## src/design/cdp_bufin_pkg.sv

```systemverilog
// cdp buffer-in shared definitions
// window geometry, field widths and state encoding
`default_nettype none

package cdp_bufin_pkg;

  // channels in one window, centre plus four on each side
  localparam int win_taps = 9;
  // fill depth and number of flush rounds
  localparam int half_win = 4;

  // width position or width value
  typedef logic [3:0] pos_w_t;
  // output channel index within a cube
  typedef logic [7:0] chan_t;
  // flush round index
  typedef logic [2:0] round_t;

  typedef enum logic [1:0] {
    st_fill   = 2'd0,
    st_normal = 2'd1,
    st_flush  = 2'd2
  } bufin_state_e;

endpackage

`default_nettype wire

```

## src/design/cdp_bufin_pipe.sv

```systemverilog
// cdp buffer-in register stage
// one valid/ready slot, refills in the cycle the held beat leaves
`default_nettype none

module cdp_bufin_pipe #(
  parameter int dw = 8
) (
  input  logic          nvdla_core_clk,
  input  logic          nvdla_core_rstn,
  input  logic          in_valid,
  output logic          in_ready,
  input  logic [dw-1:0] in_pd,
  output logic          out_valid,
  input  logic          out_ready,
  output logic [dw-1:0] out_pd
);

  // open when empty or when the held beat is taken now
  assign in_ready = ~out_valid | out_ready;

  always_ff @(posedge nvdla_core_clk or negedge nvdla_core_rstn) begin
    if (!nvdla_core_rstn) begin
      out_valid <= 1'b0;
    end else if (in_ready) begin
      out_valid <= in_valid;
    end
  end

  // data slot
  always_ff @(posedge nvdla_core_clk) begin
    if (in_valid && in_ready) begin
      out_pd <= in_pd;
    end
  end

  // sender keeps a waiting beat and its payload
  a_pipe_hold: assert property (@(posedge nvdla_core_clk) disable iff (!nvdla_core_rstn)
    in_valid && !in_ready |=> in_valid && $stable(in_pd));

endmodule

`default_nettype wire

```

## src/design/cdp_bufin_fsm.sv

```systemverilog
// cdp buffer-in control FSM
// fill / normal / flush sequencing of push, emit and clear
`default_nettype none

module cdp_bufin_fsm (
  input  logic                        nvdla_core_clk,
  input  logic                        nvdla_core_rstn,
  input  logic                        beat_valid,
  input  logic                        b_sync,
  input  logic                        last_c,
  input  logic                        stage_en,
  input  logic                        flush_done,
  output logic                        beat_ready,
  output logic                        advance,
  output logic                        push_zero,
  output logic                        emit,
  output logic                        clear,
  output cdp_bufin_pkg::bufin_state_e state
);

  localparam int fill_w = $clog2(cdp_bufin_pkg::half_win);

  cdp_bufin_pkg::bufin_state_e state_nxt;
  logic [fill_w-1:0]           fill_cnt;
  logic                        row_done;
  logic                        fill_last;

  //////////////////////////////
  // step controls
  //////////////////////////////
  // flush pushes zeros and keeps the input parked
  assign push_zero  = (state == cdp_bufin_pkg::st_flush);
  assign beat_ready = stage_en & ~push_zero;
  assign advance    = push_zero ? stage_en : (beat_valid & stage_en);
  // nothing leaves while the first channels fill
  assign emit       = (state != cdp_bufin_pkg::st_fill);
  assign clear      = push_zero & flush_done;

  // end of one input channel row
  assign row_done  = advance & ~push_zero & b_sync;
  assign fill_last = (fill_cnt == fill_w'(cdp_bufin_pkg::half_win - 1));

  //////////////////////////////
  // state transitions
  //////////////////////////////
  always_comb begin
    state_nxt = state;
    case (state)
      cdp_bufin_pkg::st_fill: begin
        // a four channel cube goes straight to flush
        if (row_done && last_c) begin
          state_nxt = cdp_bufin_pkg::st_flush;
        end else if (row_done && fill_last) begin
          state_nxt = cdp_bufin_pkg::st_normal;
        end
      end
      cdp_bufin_pkg::st_normal: begin
        if (row_done && last_c) begin
          state_nxt = cdp_bufin_pkg::st_flush;
        end
      end
      cdp_bufin_pkg::st_flush: begin
        if (flush_done) begin
          state_nxt = cdp_bufin_pkg::st_fill;
        end
      end
      default: begin
        state_nxt = cdp_bufin_pkg::st_fill;
      end
    endcase
  end

  always_ff @(posedge nvdla_core_clk or negedge nvdla_core_rstn) begin
    if (!nvdla_core_rstn) begin
      state <= cdp_bufin_pkg::st_fill;
    end else begin
      state <= state_nxt;
    end
  end

  // rows seen so far in fill
  always_ff @(posedge nvdla_core_clk or negedge nvdla_core_rstn) begin
    if (!nvdla_core_rstn) begin
      fill_cnt <= '0;
    end else if (state != cdp_bufin_pkg::st_fill) begin
      fill_cnt <= '0;
    end else if (row_done) begin
      fill_cnt <= fill_cnt + fill_w'(1);
    end
  end

  // cube end never arrives before the fourth channel row
  a_min_chan: assert property (@(posedge nvdla_core_clk) disable iff (!nvdla_core_rstn)
    state == cdp_bufin_pkg::st_fill && row_done && last_c |-> fill_last);

endmodule

`default_nettype wire

```

## src/design/cdp_bufin_flush_cnt.sv

```systemverilog
// cdp buffer-in flush counter
// walks width positions and zero rounds after the cube end
`default_nettype none

module cdp_bufin_flush_cnt #(
  parameter int max_width = 8
) (
  input  logic                        nvdla_core_clk,
  input  logic                        nvdla_core_rstn,
  input  cdp_bufin_pkg::bufin_state_e state,
  input  logic                        advance,
  input  cdp_bufin_pkg::pos_w_t       in_width,
  output cdp_bufin_pkg::pos_w_t       flush_pos_w,
  output logic                        flush_done
);

  cdp_bufin_pkg::pos_w_t cube_width;
  cdp_bufin_pkg::pos_w_t pos_cnt;
  cdp_bufin_pkg::round_t round_cnt;
  logic                  in_flush;
  logic                  pos_last;
  logic                  round_last;

  assign in_flush   = (state == cdp_bufin_pkg::st_flush);
  assign pos_last   = (pos_cnt == cube_width - cdp_bufin_pkg::pos_w_t'(1));
  assign round_last = (round_cnt == cdp_bufin_pkg::round_t'(cdp_bufin_pkg::half_win - 1));
  // last zero of the last round
  assign flush_done  = in_flush & advance & pos_last & round_last;
  assign flush_pos_w = pos_cnt;

  // width of the cube in flight
  // the parked beat in flush may already be the next cube
  always_ff @(posedge nvdla_core_clk or negedge nvdla_core_rstn) begin
    if (!nvdla_core_rstn) begin
      cube_width <= '0;
    end else if (!in_flush && advance) begin
      cube_width <= in_width;
    end
  end

  always_ff @(posedge nvdla_core_clk or negedge nvdla_core_rstn) begin
    if (!nvdla_core_rstn) begin
      pos_cnt   <= '0;
      round_cnt <= '0;
    end else if (!in_flush) begin
      pos_cnt   <= '0;
      round_cnt <= '0;
    end else if (advance) begin
      if (pos_last) begin
        // row wrap, next round
        pos_cnt   <= '0;
        round_cnt <= round_cnt + cdp_bufin_pkg::round_t'(1);
      end else begin
        pos_cnt <= pos_cnt + cdp_bufin_pkg::pos_w_t'(1);
      end
    end
  end

  // flush never addresses a row the window store lacks
  a_pos_range: assert property (@(posedge nvdla_core_clk) disable iff (!nvdla_core_rstn)
    in_flush |-> int'(pos_cnt) < max_width);

endmodule

`default_nettype wire

```

## src/design/cdp_bufin_window.sv

```systemverilog
// cdp buffer-in window store
// nine channel taps per width position, shifted on push
// the shifted row leaves as one nine-lane window
`default_nettype none

module cdp_bufin_window #(
  parameter int elem_w    = 8,
  parameter int max_width = 8
) (
  input  logic                                    nvdla_core_clk,
  input  logic                                    nvdla_core_rstn,
  input  logic                                    advance,
  input  logic                                    push_zero,
  input  logic                                    clear,
  input  cdp_bufin_pkg::pos_w_t                   sel_pos_w,
  input  logic [elem_w-1:0]                       din,
  input  logic                                    emit,
  output logic                                    win_valid,
  input  logic                                    win_ready,
  output logic [cdp_bufin_pkg::win_taps*elem_w-1:0] win_data
);

  localparam int data_w = cdp_bufin_pkg::win_taps * elem_w;
  localparam int row_w  = (max_width > 1) ? $clog2(max_width) : 1;

  // tap 0 holds the newest channel
  typedef logic [cdp_bufin_pkg::win_taps-1:0][elem_w-1:0] row_t;

  row_t              store [max_width];
  row_t              row_nxt;
  logic [row_w-1:0]  row_sel;
  logic [elem_w-1:0] push_val;
  logic [data_w-1:0] win_nxt;

  assign row_sel  = row_w'(sel_pos_w);
  // zeros during flush
  assign push_val = push_zero ? '0 : din;
  assign row_nxt  = {store[row_sel][cdp_bufin_pkg::win_taps-2:0], push_val};

  // lane k is channel c-4+k, so the oldest tap lands in lane 0
  always_comb begin
    for (int k = 0; k < cdp_bufin_pkg::win_taps; k++) begin
      win_nxt[k*elem_w +: elem_w] = row_nxt[cdp_bufin_pkg::win_taps-1-k];
    end
  end

  //////////////////////////////
  // tap store
  //////////////////////////////
  // zero start so lanes before channel 0 read as zero
  always_ff @(posedge nvdla_core_clk or negedge nvdla_core_rstn) begin
    if (!nvdla_core_rstn) begin
      for (int r = 0; r < max_width; r++) begin
        store[r] <= '0;
      end
    end else if (clear) begin
      // cube done, drop leftovers before the next one
      for (int r = 0; r < max_width; r++) begin
        store[r] <= '0;
      end
    end else if (advance) begin
      store[row_sel] <= row_nxt;
    end
  end

  //////////////////////////////
  // window out
  //////////////////////////////
  always_ff @(posedge nvdla_core_clk or negedge nvdla_core_rstn) begin
    if (!nvdla_core_rstn) begin
      win_valid <= 1'b0;
    end else if (advance) begin
      win_valid <= emit;
    end else if (win_ready) begin
      win_valid <= 1'b0;
    end
  end

  always_ff @(posedge nvdla_core_clk) begin
    if (advance) begin
      win_data <= win_nxt;
    end
  end

endmodule

`default_nettype wire

```

## src/design/cdp_bufin_info.sv

```systemverilog
// cdp buffer-in sideband alignment
// pos_w, width, channel index and sync flags for each window
`default_nettype none

module cdp_bufin_info (
  input  logic                        nvdla_core_clk,
  input  logic                        nvdla_core_rstn,
  input  logic                        advance,
  input  logic                        emit,
  input  logic                        clear,
  input  cdp_bufin_pkg::bufin_state_e state,
  input  cdp_bufin_pkg::pos_w_t       sel_pos_w,
  input  cdp_bufin_pkg::pos_w_t       in_width,
  input  logic                        flush_done,
  output cdp_bufin_pkg::pos_w_t       info_pos_w,
  output cdp_bufin_pkg::pos_w_t       info_width,
  output cdp_bufin_pkg::chan_t        info_pos_c,
  output logic                        info_b_sync,
  output logic                        info_last_c
);

  cdp_bufin_pkg::pos_w_t cube_width;
  cdp_bufin_pkg::pos_w_t cur_width;
  cdp_bufin_pkg::chan_t  chan_cnt;
  logic                  in_flush;
  logic                  row_end;
  logic                  emit_now;

  assign in_flush  = (state == cdp_bufin_pkg::st_flush);
  // held width during flush, live width otherwise
  assign cur_width = in_flush ? cube_width : in_width;
  assign row_end   = (sel_pos_w == cur_width - cdp_bufin_pkg::pos_w_t'(1));
  assign emit_now  = advance & emit;

  always_ff @(posedge nvdla_core_clk or negedge nvdla_core_rstn) begin
    if (!nvdla_core_rstn) begin
      cube_width <= '0;
    end else if (!in_flush && advance) begin
      cube_width <= in_width;
    end
  end

  // output channel, steps at each emitted row end
  always_ff @(posedge nvdla_core_clk or negedge nvdla_core_rstn) begin
    if (!nvdla_core_rstn) begin
      chan_cnt <= '0;
    end else if (clear) begin
      chan_cnt <= '0;
    end else if (emit_now && row_end) begin
      chan_cnt <= chan_cnt + cdp_bufin_pkg::chan_t'(1);
    end
  end

  // sideband beside win_data, same advance
  always_ff @(posedge nvdla_core_clk) begin
    if (emit_now) begin
      info_pos_w  <= sel_pos_w;
      info_width  <= cur_width;
      info_pos_c  <= chan_cnt;
      info_b_sync <= row_end;
      // last zero of flush closes the last channel row
      info_last_c <= flush_done;
    end
  end

endmodule

`default_nettype wire

```

## src/design/cdp_bufin.sv

```systemverilog
// cdp buffer-in top
// input stage, control, window store, sideband and output stage
`default_nettype none

module cdp_bufin #(
  parameter int elem_w    = 8,
  parameter int max_width = 8
) (
  input  logic                                      nvdla_core_clk,
  input  logic                                      nvdla_core_rstn,
  input  logic                                      in_valid,
  output logic                                      in_ready,
  input  logic [elem_w-1:0]                         in_data,
  input  cdp_bufin_pkg::pos_w_t                     in_pos_w,
  input  cdp_bufin_pkg::pos_w_t                     in_width,
  input  logic                                      in_b_sync,
  input  logic                                      in_last_c,
  output logic                                      out_valid,
  input  logic                                      out_ready,
  output logic [cdp_bufin_pkg::win_taps*elem_w-1:0] out_data,
  output cdp_bufin_pkg::pos_w_t                     out_pos_w,
  output cdp_bufin_pkg::pos_w_t                     out_width,
  output cdp_bufin_pkg::chan_t                      out_pos_c,
  output logic                                      out_b_sync,
  output logic                                      out_last_c
);

  localparam int data_w = cdp_bufin_pkg::win_taps * elem_w;
  localparam int pos_w  = $bits(cdp_bufin_pkg::pos_w_t);
  localparam int in_w   = elem_w + 2 * pos_w + 2;
  localparam int out_w  = data_w + 2 * pos_w + $bits(cdp_bufin_pkg::chan_t) + 2;

  // held input beat
  logic                        beat_valid;
  logic                        beat_ready;
  logic [in_w-1:0]             beat_pd;
  logic [elem_w-1:0]           beat_data;
  cdp_bufin_pkg::pos_w_t       beat_pos_w;
  cdp_bufin_pkg::pos_w_t       beat_width;
  logic                        beat_b_sync;
  logic                        beat_last_c;

  // control
  cdp_bufin_pkg::bufin_state_e state;
  logic                        advance;
  logic                        push_zero;
  logic                        emit;
  logic                        clear;
  logic                        stage_en;
  logic                        flush_done;
  cdp_bufin_pkg::pos_w_t       flush_pos_w;
  cdp_bufin_pkg::pos_w_t       sel_pos_w;

  // window stage
  logic                        win_valid;
  logic [data_w-1:0]           win_data;
  cdp_bufin_pkg::pos_w_t       info_pos_w;
  cdp_bufin_pkg::pos_w_t       info_width;
  cdp_bufin_pkg::chan_t        info_pos_c;
  logic                        info_b_sync;
  logic                        info_last_c;
  logic [out_w-1:0]            out_pd;

  //////////////////////////////
  // input stage
  //////////////////////////////
  cdp_bufin_pipe #(.dw(in_w)) u_pipe_in (
    .nvdla_core_clk  (nvdla_core_clk),
    .nvdla_core_rstn (nvdla_core_rstn),
    .in_valid        (in_valid),
    .in_ready        (in_ready),
    .in_pd           ({in_last_c, in_b_sync, in_width, in_pos_w, in_data}),
    .out_valid       (beat_valid),
    .out_ready       (beat_ready),
    .out_pd          (beat_pd)
  );

  assign {beat_last_c, beat_b_sync, beat_width, beat_pos_w, beat_data} = beat_pd;

  //////////////////////////////
  // control
  //////////////////////////////
  cdp_bufin_fsm u_fsm (
    .nvdla_core_clk  (nvdla_core_clk),
    .nvdla_core_rstn (nvdla_core_rstn),
    .beat_valid      (beat_valid),
    .b_sync          (beat_b_sync),
    .last_c          (beat_last_c),
    .stage_en        (stage_en),
    .flush_done      (flush_done),
    .beat_ready      (beat_ready),
    .advance         (advance),
    .push_zero       (push_zero),
    .emit            (emit),
    .clear           (clear),
    .state           (state)
  );

  cdp_bufin_flush_cnt #(.max_width(max_width)) u_flush_cnt (
    .nvdla_core_clk  (nvdla_core_clk),
    .nvdla_core_rstn (nvdla_core_rstn),
    .state           (state),
    .advance         (advance),
    .in_width        (beat_width),
    .flush_pos_w     (flush_pos_w),
    .flush_done      (flush_done)
  );

  // flush walks its own positions
  assign sel_pos_w = (state == cdp_bufin_pkg::st_flush) ? flush_pos_w : beat_pos_w;

  //////////////////////////////
  // window and sideband
  //////////////////////////////
  cdp_bufin_window #(.elem_w(elem_w), .max_width(max_width)) u_window (
    .nvdla_core_clk  (nvdla_core_clk),
    .nvdla_core_rstn (nvdla_core_rstn),
    .advance         (advance),
    .push_zero       (push_zero),
    .clear           (clear),
    .sel_pos_w       (sel_pos_w),
    .din             (beat_data),
    .emit            (emit),
    .win_valid       (win_valid),
    .win_ready       (stage_en),
    .win_data        (win_data)
  );

  cdp_bufin_info u_info (
    .nvdla_core_clk  (nvdla_core_clk),
    .nvdla_core_rstn (nvdla_core_rstn),
    .advance         (advance),
    .emit            (emit),
    .clear           (clear),
    .state           (state),
    .sel_pos_w       (sel_pos_w),
    .in_width        (beat_width),
    .flush_done      (flush_done),
    .info_pos_w      (info_pos_w),
    .info_width      (info_width),
    .info_pos_c      (info_pos_c),
    .info_b_sync     (info_b_sync),
    .info_last_c     (info_last_c)
  );

  //////////////////////////////
  // output stage
  //////////////////////////////
  // its ready is the window stage enable
  cdp_bufin_pipe #(.dw(out_w)) u_pipe_out (
    .nvdla_core_clk  (nvdla_core_clk),
    .nvdla_core_rstn (nvdla_core_rstn),
    .in_valid        (win_valid),
    .in_ready        (stage_en),
    .in_pd           ({info_last_c, info_b_sync, info_pos_c, info_width, info_pos_w, win_data}),
    .out_valid       (out_valid),
    .out_ready       (out_ready),
    .out_pd          (out_pd)
  );

  assign {out_last_c, out_b_sync, out_pos_c, out_width, out_pos_w, out_data} = out_pd;

endmodule

`default_nettype wire

```

## config.mk

```make
export PLATFORM = sky130hd
export DESIGN_NAME = cdp_bufin
export DESIGN_NICKNAME = d
export VERILOG_FILES = /design/src/design/cdp_bufin_pkg.sv /design/src/design/cdp_bufin_pipe.sv /design/src/design/cdp_bufin_fsm.sv /design/src/design/cdp_bufin_flush_cnt.sv /design/src/design/cdp_bufin_window.sv /design/src/design/cdp_bufin_info.sv /design/src/design/cdp_bufin.sv
export SDC_FILE = /design/constraint.sdc
export NUM_CORES = 1
export LEC_CHECK = 0
export ABC_AREA = 0
export ABC_CLOCK_PERIOD_IN_PS = 5500
export BUFFER_PORTS_ARGS = -buffer_cell sky130_fd_sc_hd__buf_2
export CORE_AREA = 2 2 266 268
export DETAILED_ROUTE_END_ITERATION = 8
export DIE_AREA = 0 0 268 270
export GPL_TIMING_DRIVEN = 0
export PLACE_DENSITY = 0.64
export SETUP_SLACK_MARGIN = 0.5
export SLEW_MARGIN = 25
export SYNTH_ARGS = -nofsm -noshare
export SYNTH_HDL_FRONTEND = slang
export SYNTH_SLANG_ARGS = --single-unit
```

## constraint.sdc

```tcl
create_clock -name nvdla_core_clk -period 5.5 [get_ports nvdla_core_clk]
set_input_delay 0 -clock nvdla_core_clk [delete_from_list [all_inputs] [get_ports nvdla_core_clk]]
set_output_delay 0 -clock nvdla_core_clk [all_outputs]
set_load 0.02 [all_outputs]
```

=== After elaboration in Yosys (flattened, before gate mapping) ===
Index checks and enable logic that the tools add are counted.

* Add/subtract/negate cells: 6
* Order comparisons: 2
* Equality and inequality tests: 11
* Muxes and demuxes: 29
* Bitwise logic cells: 15
* Reduce and logical (&&, ||, !) cells: 16

{| class="wikitable"
|+ Operators by type and width
! cell !! number
|-
| 576-bit two-way mux || 2
|-
| 576-bit bitwise mux || 1
|-
| 72-bit binary-select mux with 3-bit select || 1
|-
| 72-bit demux with 3-bit select || 1
|-
| 64-bit two-way mux || 2
|-
| 72-bit two-way mux || 1
|-
| 8-bit two-way mux || 3
|-
| 4-bit two-way mux || 5
|-
| 2-bit two-way mux || 6
|-
| 2-bit nonzero test || 5
|-
| 1-bit AND || 9
|-
| 3-bit two-way mux || 3
|-
| 8-bit by 1-bit adder with 8-bit output (second input constant) || 1
|-
| 4-bit equality test || 2
|-
| 4-bit by 1-bit subtractor with 4-bit output (second input constant) || 2
|-
| 1-bit logical AND || 7
|-
| 2-bit case mux with 3 select lines || 1
|-
| 4-bit by 1-bit adder with 4-bit output (second input constant) || 1
|-
| 2-bit equality test (second input constant) || 2
|-
| 4-bit greater-or-equal comparator (second input constant) || 1
|-
| 4-bit by 1-bit less-than comparator with 1-bit output (second input constant) || 1
|-
| 2-bit by 1-bit != test with 1-bit output (second input constant) || 2
|-
| 2-bit != test (second input constant) || 2
|-
| 3-bit inverter with 4-bit output || 1
|-
| 12 further kinds || 17
|}

* Flip-flop bits (word level): 800
* Output and inout port bits: 92

=== Longest topological paths before layout ===
Gate-level depths: netlist (run 1).

* Depth after elaboration: 10
* Mapped depth: 15
* Gate-level depth less buffers: 10

=== Modules after synthesis ===
A second synthesis (run 1) with hierarchy kept.

* Cell total of the unflattened synthesis: 2,348
* Area, all modules: 30,618.1 µm²

{| class="wikitable"
|+ By module, submodules not included
! module !! times used !! cells each !! area an instance (µm²)
|-
| cdp_bufin_window || 1 || 2,045 || 24,942.7
|-
| cdp_bufin_pipe at u_pipe_out || 1 || 94 || 2,756.4
|-
| cdp_bufin_info || 1 || 99 || 1,335.0
|-
| cdp_bufin_flush_cnt || 1 || 58 || 648.1
|-
| cdp_bufin_pipe at u_pipe_in || 1 || 22 || 594.3
|-
| cdp_bufin_fsm || 1 || 25 || 267.8
|-
| cdp_bufin || 1 || 5 || 73.8
|}

=== Least setup slack after synthesis (run 1) ===
Ideal clock, no wire load.

* Path kind: reg2reg
* Start point: reg u_fsm.state[0]
* End point: reg u_window.store[204] (netlist bit)
* Arrival: 3.643 ns
* Required time: 5.353 ns
* Setup slack: 1.709 ns
* Cell stages (with the launch flop): 10
* Buffers on the path: 3
* Cell sequence: dfrtp_1 > nor2b_1 > buf_2 > o21ai_0 > inv_1 > nand2_1 > nor2_1 > clkbuf_1 > clkbuf_1 > a21oi_1

* Elaborated cells on any way between the ends: 20

{| class="wikitable"
|+ RTL lines
! element !! line !! text
|-
| from (decl) || cdp_bufin_fsm.sv:18 || <nowiki>output cdp_bufin_pkg::bufin_state_e state</nowiki>
|-
| from (signal assigned) || cdp_bufin_fsm.sv:75 || <nowiki>state <= cdp_bufin_pkg::st_fill;</nowiki>
|-
| from (signal assigned) || cdp_bufin_fsm.sv:77 || <nowiki>state <= state_nxt;</nowiki>
|-
| 2-bit equality test (*) || cdp_bufin_fsm.sv:32 || <nowiki>assign push_zero = (state == cdp_bufin_pkg::st_flush);</nowiki>
|-
| 1-bit two-way mux (*) || cdp_bufin_fsm.sv:34 || <nowiki>assign advance = push_zero ? stage_en : (beat_valid & stage_en);</nowiki>
|-
| named net advance || cdp_bufin.sv:45 || <nowiki>logic advance;</nowiki>
|-
| 1-bit AND (3 in series) || cdp_bufin_flush_cnt.sv:28 || <nowiki>assign flush_done = in_flush & advance & pos_last & round_last;</nowiki>
|-
| 1-bit AND || cdp_bufin_fsm.sv:37 || <nowiki>assign clear = push_zero & flush_done;</nowiki>
|-
| 576-bit two-way mux / 2-bit nonzero test (equally long branches) || - ||
|-
| to (signal, indexed assignment) || cdp_bufin_window.sv:62 || <nowiki>store[row_sel] <= row_nxt;</nowiki>
|-
| to (decl) || cdp_bufin_window.sv:29 || <nowiki>row_t store [max_width];</nowiki>
|}

The timed path passes the listed nets; every way through them passes the cells marked *. The select of a mux whose other input is x is not followed.
A chain may end at the register's enable or synchronous reset.

=== Worst setup path in the final report (run 1) ===
* Start point: reg u_fsm.state[1]
* End point: reg u_window.store[492] (netlist bit)

Same word-level chain as after synthesis.

==> results of run 1 <==
## what timing repair did
action / CTS / global route
gates resized for setup: 0 / 0
hold buffers: 22 / 0
endpoints found under the hold margin: 336 / 0
## worst reg2reg max path: cells and delay by family, from the launching register on
family          cells  cell delay (ns)
buf+inv             4             2.17
simple gates        3             1.28
compound gates      2             0.57
flops               1             0.42
## area by class of cell
class                           count  area, um2
Fill cell                        6143      33500
Sequential cell                   736      19400
Multi-Input combinational cell   1873      10400
Clock buffer                      106       2320
Tap cell                          940       1180
Timing Repair Buffer              146       1080
Buffer                            248       1020
Clock inverter                     40        373
Inverter                           67        262
Antenna cell                        2       5.00
## per-stage QoR
step                utilization  TNS [ns]
finish                    0.518         0
global route              0.518         0
CTS                       0.517         0
detailed placement        0.475         0
global placement          0.469  -3753.47
floorplan                     -         0
## Yosys cell counts, types with 5 or more instances
cell / count
o31ai_1: 7
a211oi_2: 7
a221oi_1: 29
dfrtp_1: 538
o22ai_1: 38
and2_1: 13
buf_2: 31
inv_1: 64
a22o_1: 41
a31oi_1: 5
ha_1: 7
xnor2_1: 11
nor2b_1: 6
clkbuf_1: 209
nand2b_1: 9
a22oi_1: 83
nand3_1: 17
o21ai_0: 451
nor2_1: 68
nand2_1: 362
nor3_2: 33
edfxtp_1: 198
a21oi_1: 581
nor3_1: 14
mux2i_1: 17
nor4_4: 8
## per-layer routing
metal | track usage | vias to the layer above | wire (um)
li1 | - | 11000 | -
met1 | 0.424 | 13200 | 44200
met2 | 0.462 | 2055 | 50000
met3 | 0.117 | 472 | 16400
met4 | 0.199 | 2 | 7950
met5 | 0 | - | 8
## power breakdown
group          internal [W]  switching [W]  total [W]
Clock               0.00325        0.00230    0.00554
Sequential          0.00844        0.00120    0.00964
Combinational       0.00331        0.00912     0.0124
Total                0.0150         0.0126     0.0276
## final timing paths
path | to | start | slack (ns)
min | u_window.store[255] | nvdla_core_rstn | 0.05
max | u_window.store[492] | u_fsm.state[1] | 0.93
min in group nvdla_core_clk | u_pipe_in.out_pd[3] | in_data[3] | 0.09
min reg2reg | u_pipe_out.out_pd[38] | u_window.win_data[38] | 0.41
max in group asynchronous | u_window.store[113] | nvdla_core_rstn | 4.38
max reg2reg | u_window.store[492] | u_fsm.state[1] | 0.93
## cell families (layout without fill, tap and decap cells)
kind of cell / Yosys count / in the layout / share of synthesized area
AND/OR/NAND/NOR: 564 / 564 / 0.0886
other: 0 / 2 / 0
multiplexers: 23 / 23 / 0.00842
adder cells (fa/ha/maj): 7 / 7 / 0.00283
flip-flops: 736 / 736 / 0.628
XOR/XNOR: 12 / 12 / 0.00340
buffers and inverters: 315 / 607 / 0.0405
AO/OA/AOI/OAI: 1267 / 1267 / 0.228
## registers in the layout, indices dropped and copies added, names as in the netlist, 2 cells and up
name and flops:
u_info.info_width 4, u_fsm.state 2, u_window.store 512, u_info.info_pos_w 4
u_info.info_pos_c 8, u_flush_cnt.round_cnt 3, u_info.cube_width 4, u_pipe_out.out_pd 90
u_pipe_in.out_pd 18, u_flush_cnt.flush_pos_w 4, u_info.chan_cnt 8, u_window.win_data 72
u_fsm.fill_cnt 2
==> summary.txt, run 1 <==
Clocking
  – Worst-Skew Late Latency: 0.65 ns
  – H-tree levels: 3
  – Setup bufs post-CTS: 0
  – Number of clock sinks: 736
  – Num CTS Buffers: 79
  – Max Buffers Root-to-Sink: 3
  – CTS tree: yes
  – Clock root buffer: clkbuf_16
  – Clock transition at the registers of the reported paths: 0.06 ns

Critical path
  – Crit-path cells: nor2b_1 -> buf_2 -> o21ai_0 -> inv_6 -> nand2_1 -> nor2_1 -> clkbuf_1 -> clkbuf_1 -> a21oi_1
  – Worst EP arrival: 5.05 ns
  – Worst path buffer plus inverter count: 4
  – Crit-path most repeated cell: clkbuf_1
  – Req. time, crit path: 5.98 ns
  – Critical path depth in cells: 9
  – CP Launch Type: flip-flop
  – Worst-case reg-to-reg path depth: 9
  – Crit-path max cell delay: 0.92 ns
  – CP delay by family, top: buffers and inverters
  – CP Class: flip-flop to flip-flop
  – Slowest-stage cell, CP: nor2_1
  – Critical path peak fanout: 31
  – CP endpoint kind: flip-flop

STA
  – Fin. max-slew vios: 0
  – Worst slew margin: 0.186
  – Period utilization: 0.831
  – Setup ws final: 0.932 ns
  – Clk_skew: 0.0443 ns
  – RSZ-0062 raised after global routing: no
  – Worst-margin pin slew: 1.22 ns
  – Final hold vios: 0
  – Max Clk Rate: 219 MHz
  – Worst hold margin: 0.0511 ns
  – Setup Viol. Count Final: 0
  – Min Tclk post-route: 4.57 ns

Place
  – GPL Wtd Cong: 0.975
  – Final HPWL DP: 76.5 mm
  – PortBufs: 113
  – Place WS: 1.10 ns
  – Post-DP Area: 33,100 um2
  – Placed Cells: 3,988

Synthesis
  – Post-Synthesis Net Count: 2,953
  – Ys async rst share: 0.731
  – Yosys top cell by area: dfrtp_1
  – Mapped Area: 30,900 um2
  – Synth unique cells: 65
  – Syn Area/Cell: 10.6 um2
  – Top post-synthesis cells by area: dfrtp_1 (44%), edfxtp_1 (19%), a21oi_1 (9.4%), o21ai_0 (7.3%), nand2_1 (4.4%)
  – Yosys warnings: 0
  – Flops & latches, synth: 736
  – Share of the synthesized area in the top cell type: 0.436
  – Number of synthesized flops with an enable pin: 198
  – Sequential share of the synthesized area: 0.628
  – Post-Synthesis Cells: 2,924
  – Post-synth top flop: dfrtp_1

Global routing
  – Vias in the first global route: 26,100
  – Gr usage total: 0.325
  – Initial antenna violation count: 3
  – First-pass GRT wire length: 173 mm
  – Largest net degree at the start of global routing: 99
  – GRT overflow: 0

Layout
  – Fraction of layout cells with a size suffix above 1: 0.122
  – Final Non-Filler Cells: 4,158
  – Final non-filler cell area: 36,000 um2
  – Synth-to-layout area growth: 16.5%
  – Commonest cells after routing, fill and taps aside: a21oi_1 (581), dfrtp_1 (538), o21ai_0 (451), nand2_1 (362), clkbuf_1 (204)
  – Commonest non-fill, non-tap cell in the layout: a21oi_1
  – Nets: 3,180

Detailed routing
  – DRT Wirelength: 119 mm
  – ANT nets after route: 0
  – DR iter-0 viols: 4,265
  – DRC errors left: 0
  – Vias per cell: 6.42
  – Via Count: 26,700
  – Mean routed wirelength per cell: 28.5 um
  – DR pass1 iterations: 7

Pwr
  – Leak: 14.5 nW
  – PD cells: 767 nW/um2
  – Total power draw: 0.0276 W
  – Maximum vdd ir drop: 414 uV

Floorplan
  – Initial Util: 0.444
  – Die area: 72,400 um2
  – Die height: 270 um
  – Core area: 69,500 um2
  – Rows: 97
  – Die X: 268 um
  – I/O pin count: 114

Status
  – Outcome: finished, final reports clean

Job
  – Max-Cap Viols: 0

Hold path
  – Hold Path Class: primary input to asynchronous set/reset pin
No activity file was read; power rests on OpenSTA's default activity.
==> run 2: changes to the inputs <==
--- a/config.mk
+++ b/config.mk
@@ -5,14 +5,14 @@
 export SDC_FILE = /design/constraint.sdc
 export NUM_CORES = 1
 export LEC_CHECK = 0
-export ABC_AREA = 0
-export ABC_CLOCK_PERIOD_IN_PS = 5500
+export ABC_AREA = 1
+export ABC_CLOCK_PERIOD_IN_PS = 3900
 export BUFFER_PORTS_ARGS = -buffer_cell sky130_fd_sc_hd__buf_2
-export CORE_AREA = 2 2 266 268
+export CORE_AREA = 2 2 293 295
 export DETAILED_ROUTE_END_ITERATION = 8
-export DIE_AREA = 0 0 268 270
+export DIE_AREA = 0 0 295 297
 export GPL_TIMING_DRIVEN = 0
-export PLACE_DENSITY = 0.64
+export PLACE_DENSITY = 0.66
 export SETUP_SLACK_MARGIN = 0.5
 export SLEW_MARGIN = 25
 export SYNTH_ARGS = -nofsm -noshare
==> constraint.sdc (replaced) <==
create_clock -name nvdla_core_clk -period 3.9 [get_ports nvdla_core_clk]
set_input_delay 0 -clock nvdla_core_clk [delete_from_list [all_inputs] [get_ports nvdla_core_clk]]
set_output_delay 0 -clock nvdla_core_clk [all_outputs]
set_load 0.02 [all_outputs]
==> run 2 against run 1 <==
Effect of this change: clock skew fell by 0.018 ns; critical endpoint is now u_window.win_data[14]; routed wire length rose by 5.7%; first-iteration DRC count fell by 7.2%; critical path depth rose by 1; maximum frequency rose by 44%; die area rose by 21%; count of clock-buffer cells in the layout rose by 6; core utilization fell by 0.96 points; sequential power rose by 41%; worst hold slack got worse by 0.014 ns; largest cell class unchanged; non-clock buffer count rose by 17.
==> summary.txt, run 2 <==
STA
  – Final hold vios: 0
  – Min Tclk post-route: 3.17 ns
  – RSZ-0062 raised after global routing: no
  – Worst hold margin: 0.0369 ns
  – Max Clk Rate: 316 MHz
  – Fin. max-slew vios: 0
  – Period utilization: 0.812
  – Worst-margin pin slew: 1.12 ns
  – Setup TNS: 0 ns
  – Setup Viol. Count Final: 0
  – Worst slew margin: 0.253
  – Clk_skew: 0.0267 ns

Floorplan
  – Die height: 297 um
  – Core area: 84,500 um2
  – I/O pin count: 114
  – Die X: 295 um
  – Initial Util: 0.445
  – Rows: 107
  – Die area: 87,600 um2

Layout
  – Final Non-Filler Cells: 6,148
  – Commonest non-fill, non-tap cell in the layout: nand2_1
  – Nets: 4,967
  – Commonest cells after routing, fill and taps aside: nand2_1 (1,386), nand3_1 (869), inv_1 (686), dfrtp_1 (538), or2_2 (255)
  – Largest registers: u_window.store (512), u_pipe_out.out_pd (90), u_window.win_data (72)
  – N_diodes: 0
  – Max reg flops: 512
  – Synth-to-layout area growth: 14.2%
  – Fillers: 8,035
  – Fraction of layout cells with a size suffix above 1: 0.170
  – Top reg by flops: u_window.store

Place
  – Placed Cells: 5,972
  – PortBufs: 113
  – GPL Wtd Cong: 0.902
  – Final HPWL DP: 83.3 mm

Global routing
  – GRT overflow: 0
  – Vias in the first global route: 31,100
  – Largest net degree at the start of global routing: 90
  – Initial antenna violation count: 2
  – Gr usage total: 0.285
  – First-pass GRT wire length: 190 mm

Clocking
  – Clock transition at the registers of the reported paths: 0.07 ns
  – Num CTS Buffers: 83
  – Number of clock sinks: 736
  – H-tree levels: 3
  – Post-cts sizing count: 0
  – Max Buffers Root-to-Sink: 3
  – CTS tree: yes
  – Worst-Skew Late Latency: 0.65 ns
  – Clock root buffer: clkbuf_16

Critical path
  – Worst R2R End: u_window.win_data[14]
  – Slowest-stage cell, CP: buf_1
  – CP Class: flip-flop to flip-flop
  – Crit-path max cell delay: 0.64 ns
  – CP delay by family, top: simple AND/OR/NAND/NOR gates
  – Worst path buffer plus inverter count: 3
  – CP endpoint kind: flip-flop
  – Worst-case reg-to-reg path depth: 10
  – Crit-path most repeated cell: nand2_1
  – CP Launch Type: flip-flop
  – R2r setup slk: 0.73 ns
  – RR Startpoint: u_fsm.state[1]
  – Worst EP arrival: 3.60 ns
  – Req. time, crit path: 4.34 ns
  – Crit path to: u_window.win_data[14]
  – Critical path peak fanout: 10
  – Critical path depth in cells: 10
  – Crit-path cells: inv_2 -> nor2_4 -> nand2_1 -> nand2_2 -> buf_2 -> buf_1 -> nand2_1 -> nand2_1 -> nand2_2 -> nand2_1
  – CP Launch Point: u_fsm.state[1]

Detailed routing
  – DRT Wirelength: 125 mm
  – Vias per cell: 5.31
  – ANT nets after route: 0
  – Mean routed wirelength per cell: 20.4 um
  – DRC errors left: 0
  – DR pass1 iterations: 9
  – Via Count: 32,700
  – DR iter-0 viols: 3,956

Synthesis
  – Ys async rst share: 0.731
  – Syn Area/Cell: 8.00 um2
  – Most frequent cell after synthesis: nand2_1
  – Synth Area in XOR/XNOR: 0.00303
  – Post-Synthesis Cells: 4,701
  – Share of the synthesized area in the top cell type: 0.358
  – Number of synthesized flops with an enable pin: 198
  – Synth unique cells: 39
  – Mux cell area share after synthesis: 0
  – Post-synth top flop: dfrtp_1
  – Flops & latches, synth: 736
  – Synth Area in Adders: 0.00233
  – Largest family of logic cells by synthesized area: simple AND/OR/NAND/NOR gates
  – Yosys top cell by area: dfrtp_1
  – Top post-synthesis cells by area: dfrtp_1 (36%), edfxtp_1 (16%), nand2_1 (14%), nand3_1 (12%), inv_1 (6.8%)
  – Yosys warnings: 0
  – Post-synth top cells: nand2_1 (1,386), nand3_1 (869), inv_1 (686)
  – Sequential share of the synthesized area: 0.516
  – Simple-Gate Fraction of Synth Area: 0.345
  – Post-synthesis compound-gate area fraction: 0.0263
  – Mapped Area: 37,600 um2
  – Post-Synthesis Net Count: 4,730

Pwr
  – PD cells: 946 nW/um2
  – Leak: 22.4 nW
  – Total power draw: 0.0406 W
  – Maximum vdd ir drop: 417 uV

Hold path
  – Hold Path Class: primary input to asynchronous set/reset pin

Status
  – Outcome: finished, final reports clean

Job
  – Max-Cap Viols: 0
==> run 2: changes by cell type after synthesis, sizes merged, moves of 19 or more <==
cell | before | now
nor3 | 47 | 3
o21ai | 451 | 155
o22ai | 39 | 7
inv | 66 | 689
a21oi | 581 | 19
a22oi | 83 | 7
clkbuf | 209 | 61
nand3 | 17 | 870
mux2i | 19 | 0
a221oi | 30 | 0
a22o | 41 | 0
buf | 39 | 198
or2 | 1 | 365
nand2 | 362 | 1507
==> run 2: routing by layer <==
metal	vias to the layer above	wire, um	track usage
met5	-	0	0
met2	1664	55300	0.430
met3	306	12500	0.0585
met4	0	5220	0.125
li1	15100	-	-
met1	15600	52300	0.396
==> run 2: area by class of cell <==
cell class / count / area, um2 / area share
tap: 1144 / 1430 / 0.0333
buffer: 259 / 1440 / 0.0336
timing repair buffer: 152 / 1210 / 0.0281
multi-input combinational: 3013 / 14200 / 0.330
sequential: 736 / 19400 / 0.452
clock buffer: 112 / 2310 / 0.0538
clock inverter: 39 / 355 / 0.00828
inverter: 693 / 2600 / 0.0606
==> run 2: worst register-to-register path: cells and delay by family (launching register included) <==
kind	cells	cell delay (ns)
and+or+nand+nor	7	1.38
buffers and inverters	3	1.17
DFF	1	0.42
==> run 2: repair_timing <==
| action | in CTS | in global routing |
|---|---|---|
| endpoints found under the setup margin | 0 | 13 |
| hold buffers | 22 | 0 |
| buffers inserted | 0 | 3 |
| endpoints found under the hold margin | 419 | 0 |
==> run 2: through the flow <==
stage / instance area [um2] / worst slack (ns) / util
finish: 42900 / 0.733 / 0.508
detailed placement: 40000 / 0.659 / 0.474
global placement: 39600 / -9.11 / 0.469
CTS: 42900 / 0.638 / 0.508
floorplan: 37600 / 0.504 / -
global route: 42900 / 0.604 / 0.508
==> run 2: how the worst min path moves through the flow <==
| stage | to | slack, ns | cells after the start |
|---|---|---|---|
| after CTS | u_window.store[528] | 0.04 | 3 |
| after global routing | u_pipe_in.out_pd[8] | 0.07 | 2 |
| after floorplan | u_flush_cnt.flush_pos_w[0] | -0.30 | 0 |
| after global placement | u_pipe_in.out_pd[0] | 0.18 | 1 |
| after detailed placement | u_window.store[245] | 0.01 | 1 |
| final | u_window.store[318] | 0.04 | 3 |
==> run 2: where the power goes <==
part | leakage [nW] | switching, W | internal [W] | total, W
sequential | 8.16 | 0.00151 | 0.0121 | 0.0136
combinational | 12.9 | 0.0129 | 0.00632 | 0.0192
clock | 1.30 | 0.00334 | 0.00450 | 0.00784
==> run 2: kinds of logic after synthesis <==
family / Yosys count
AOI/OAI and AO/OA: 188
and+or+nand+nor: 2805
adders and majority gates: 7
buffers and inverters: 952
xor gates and xnor gates: 13
DFF: 736
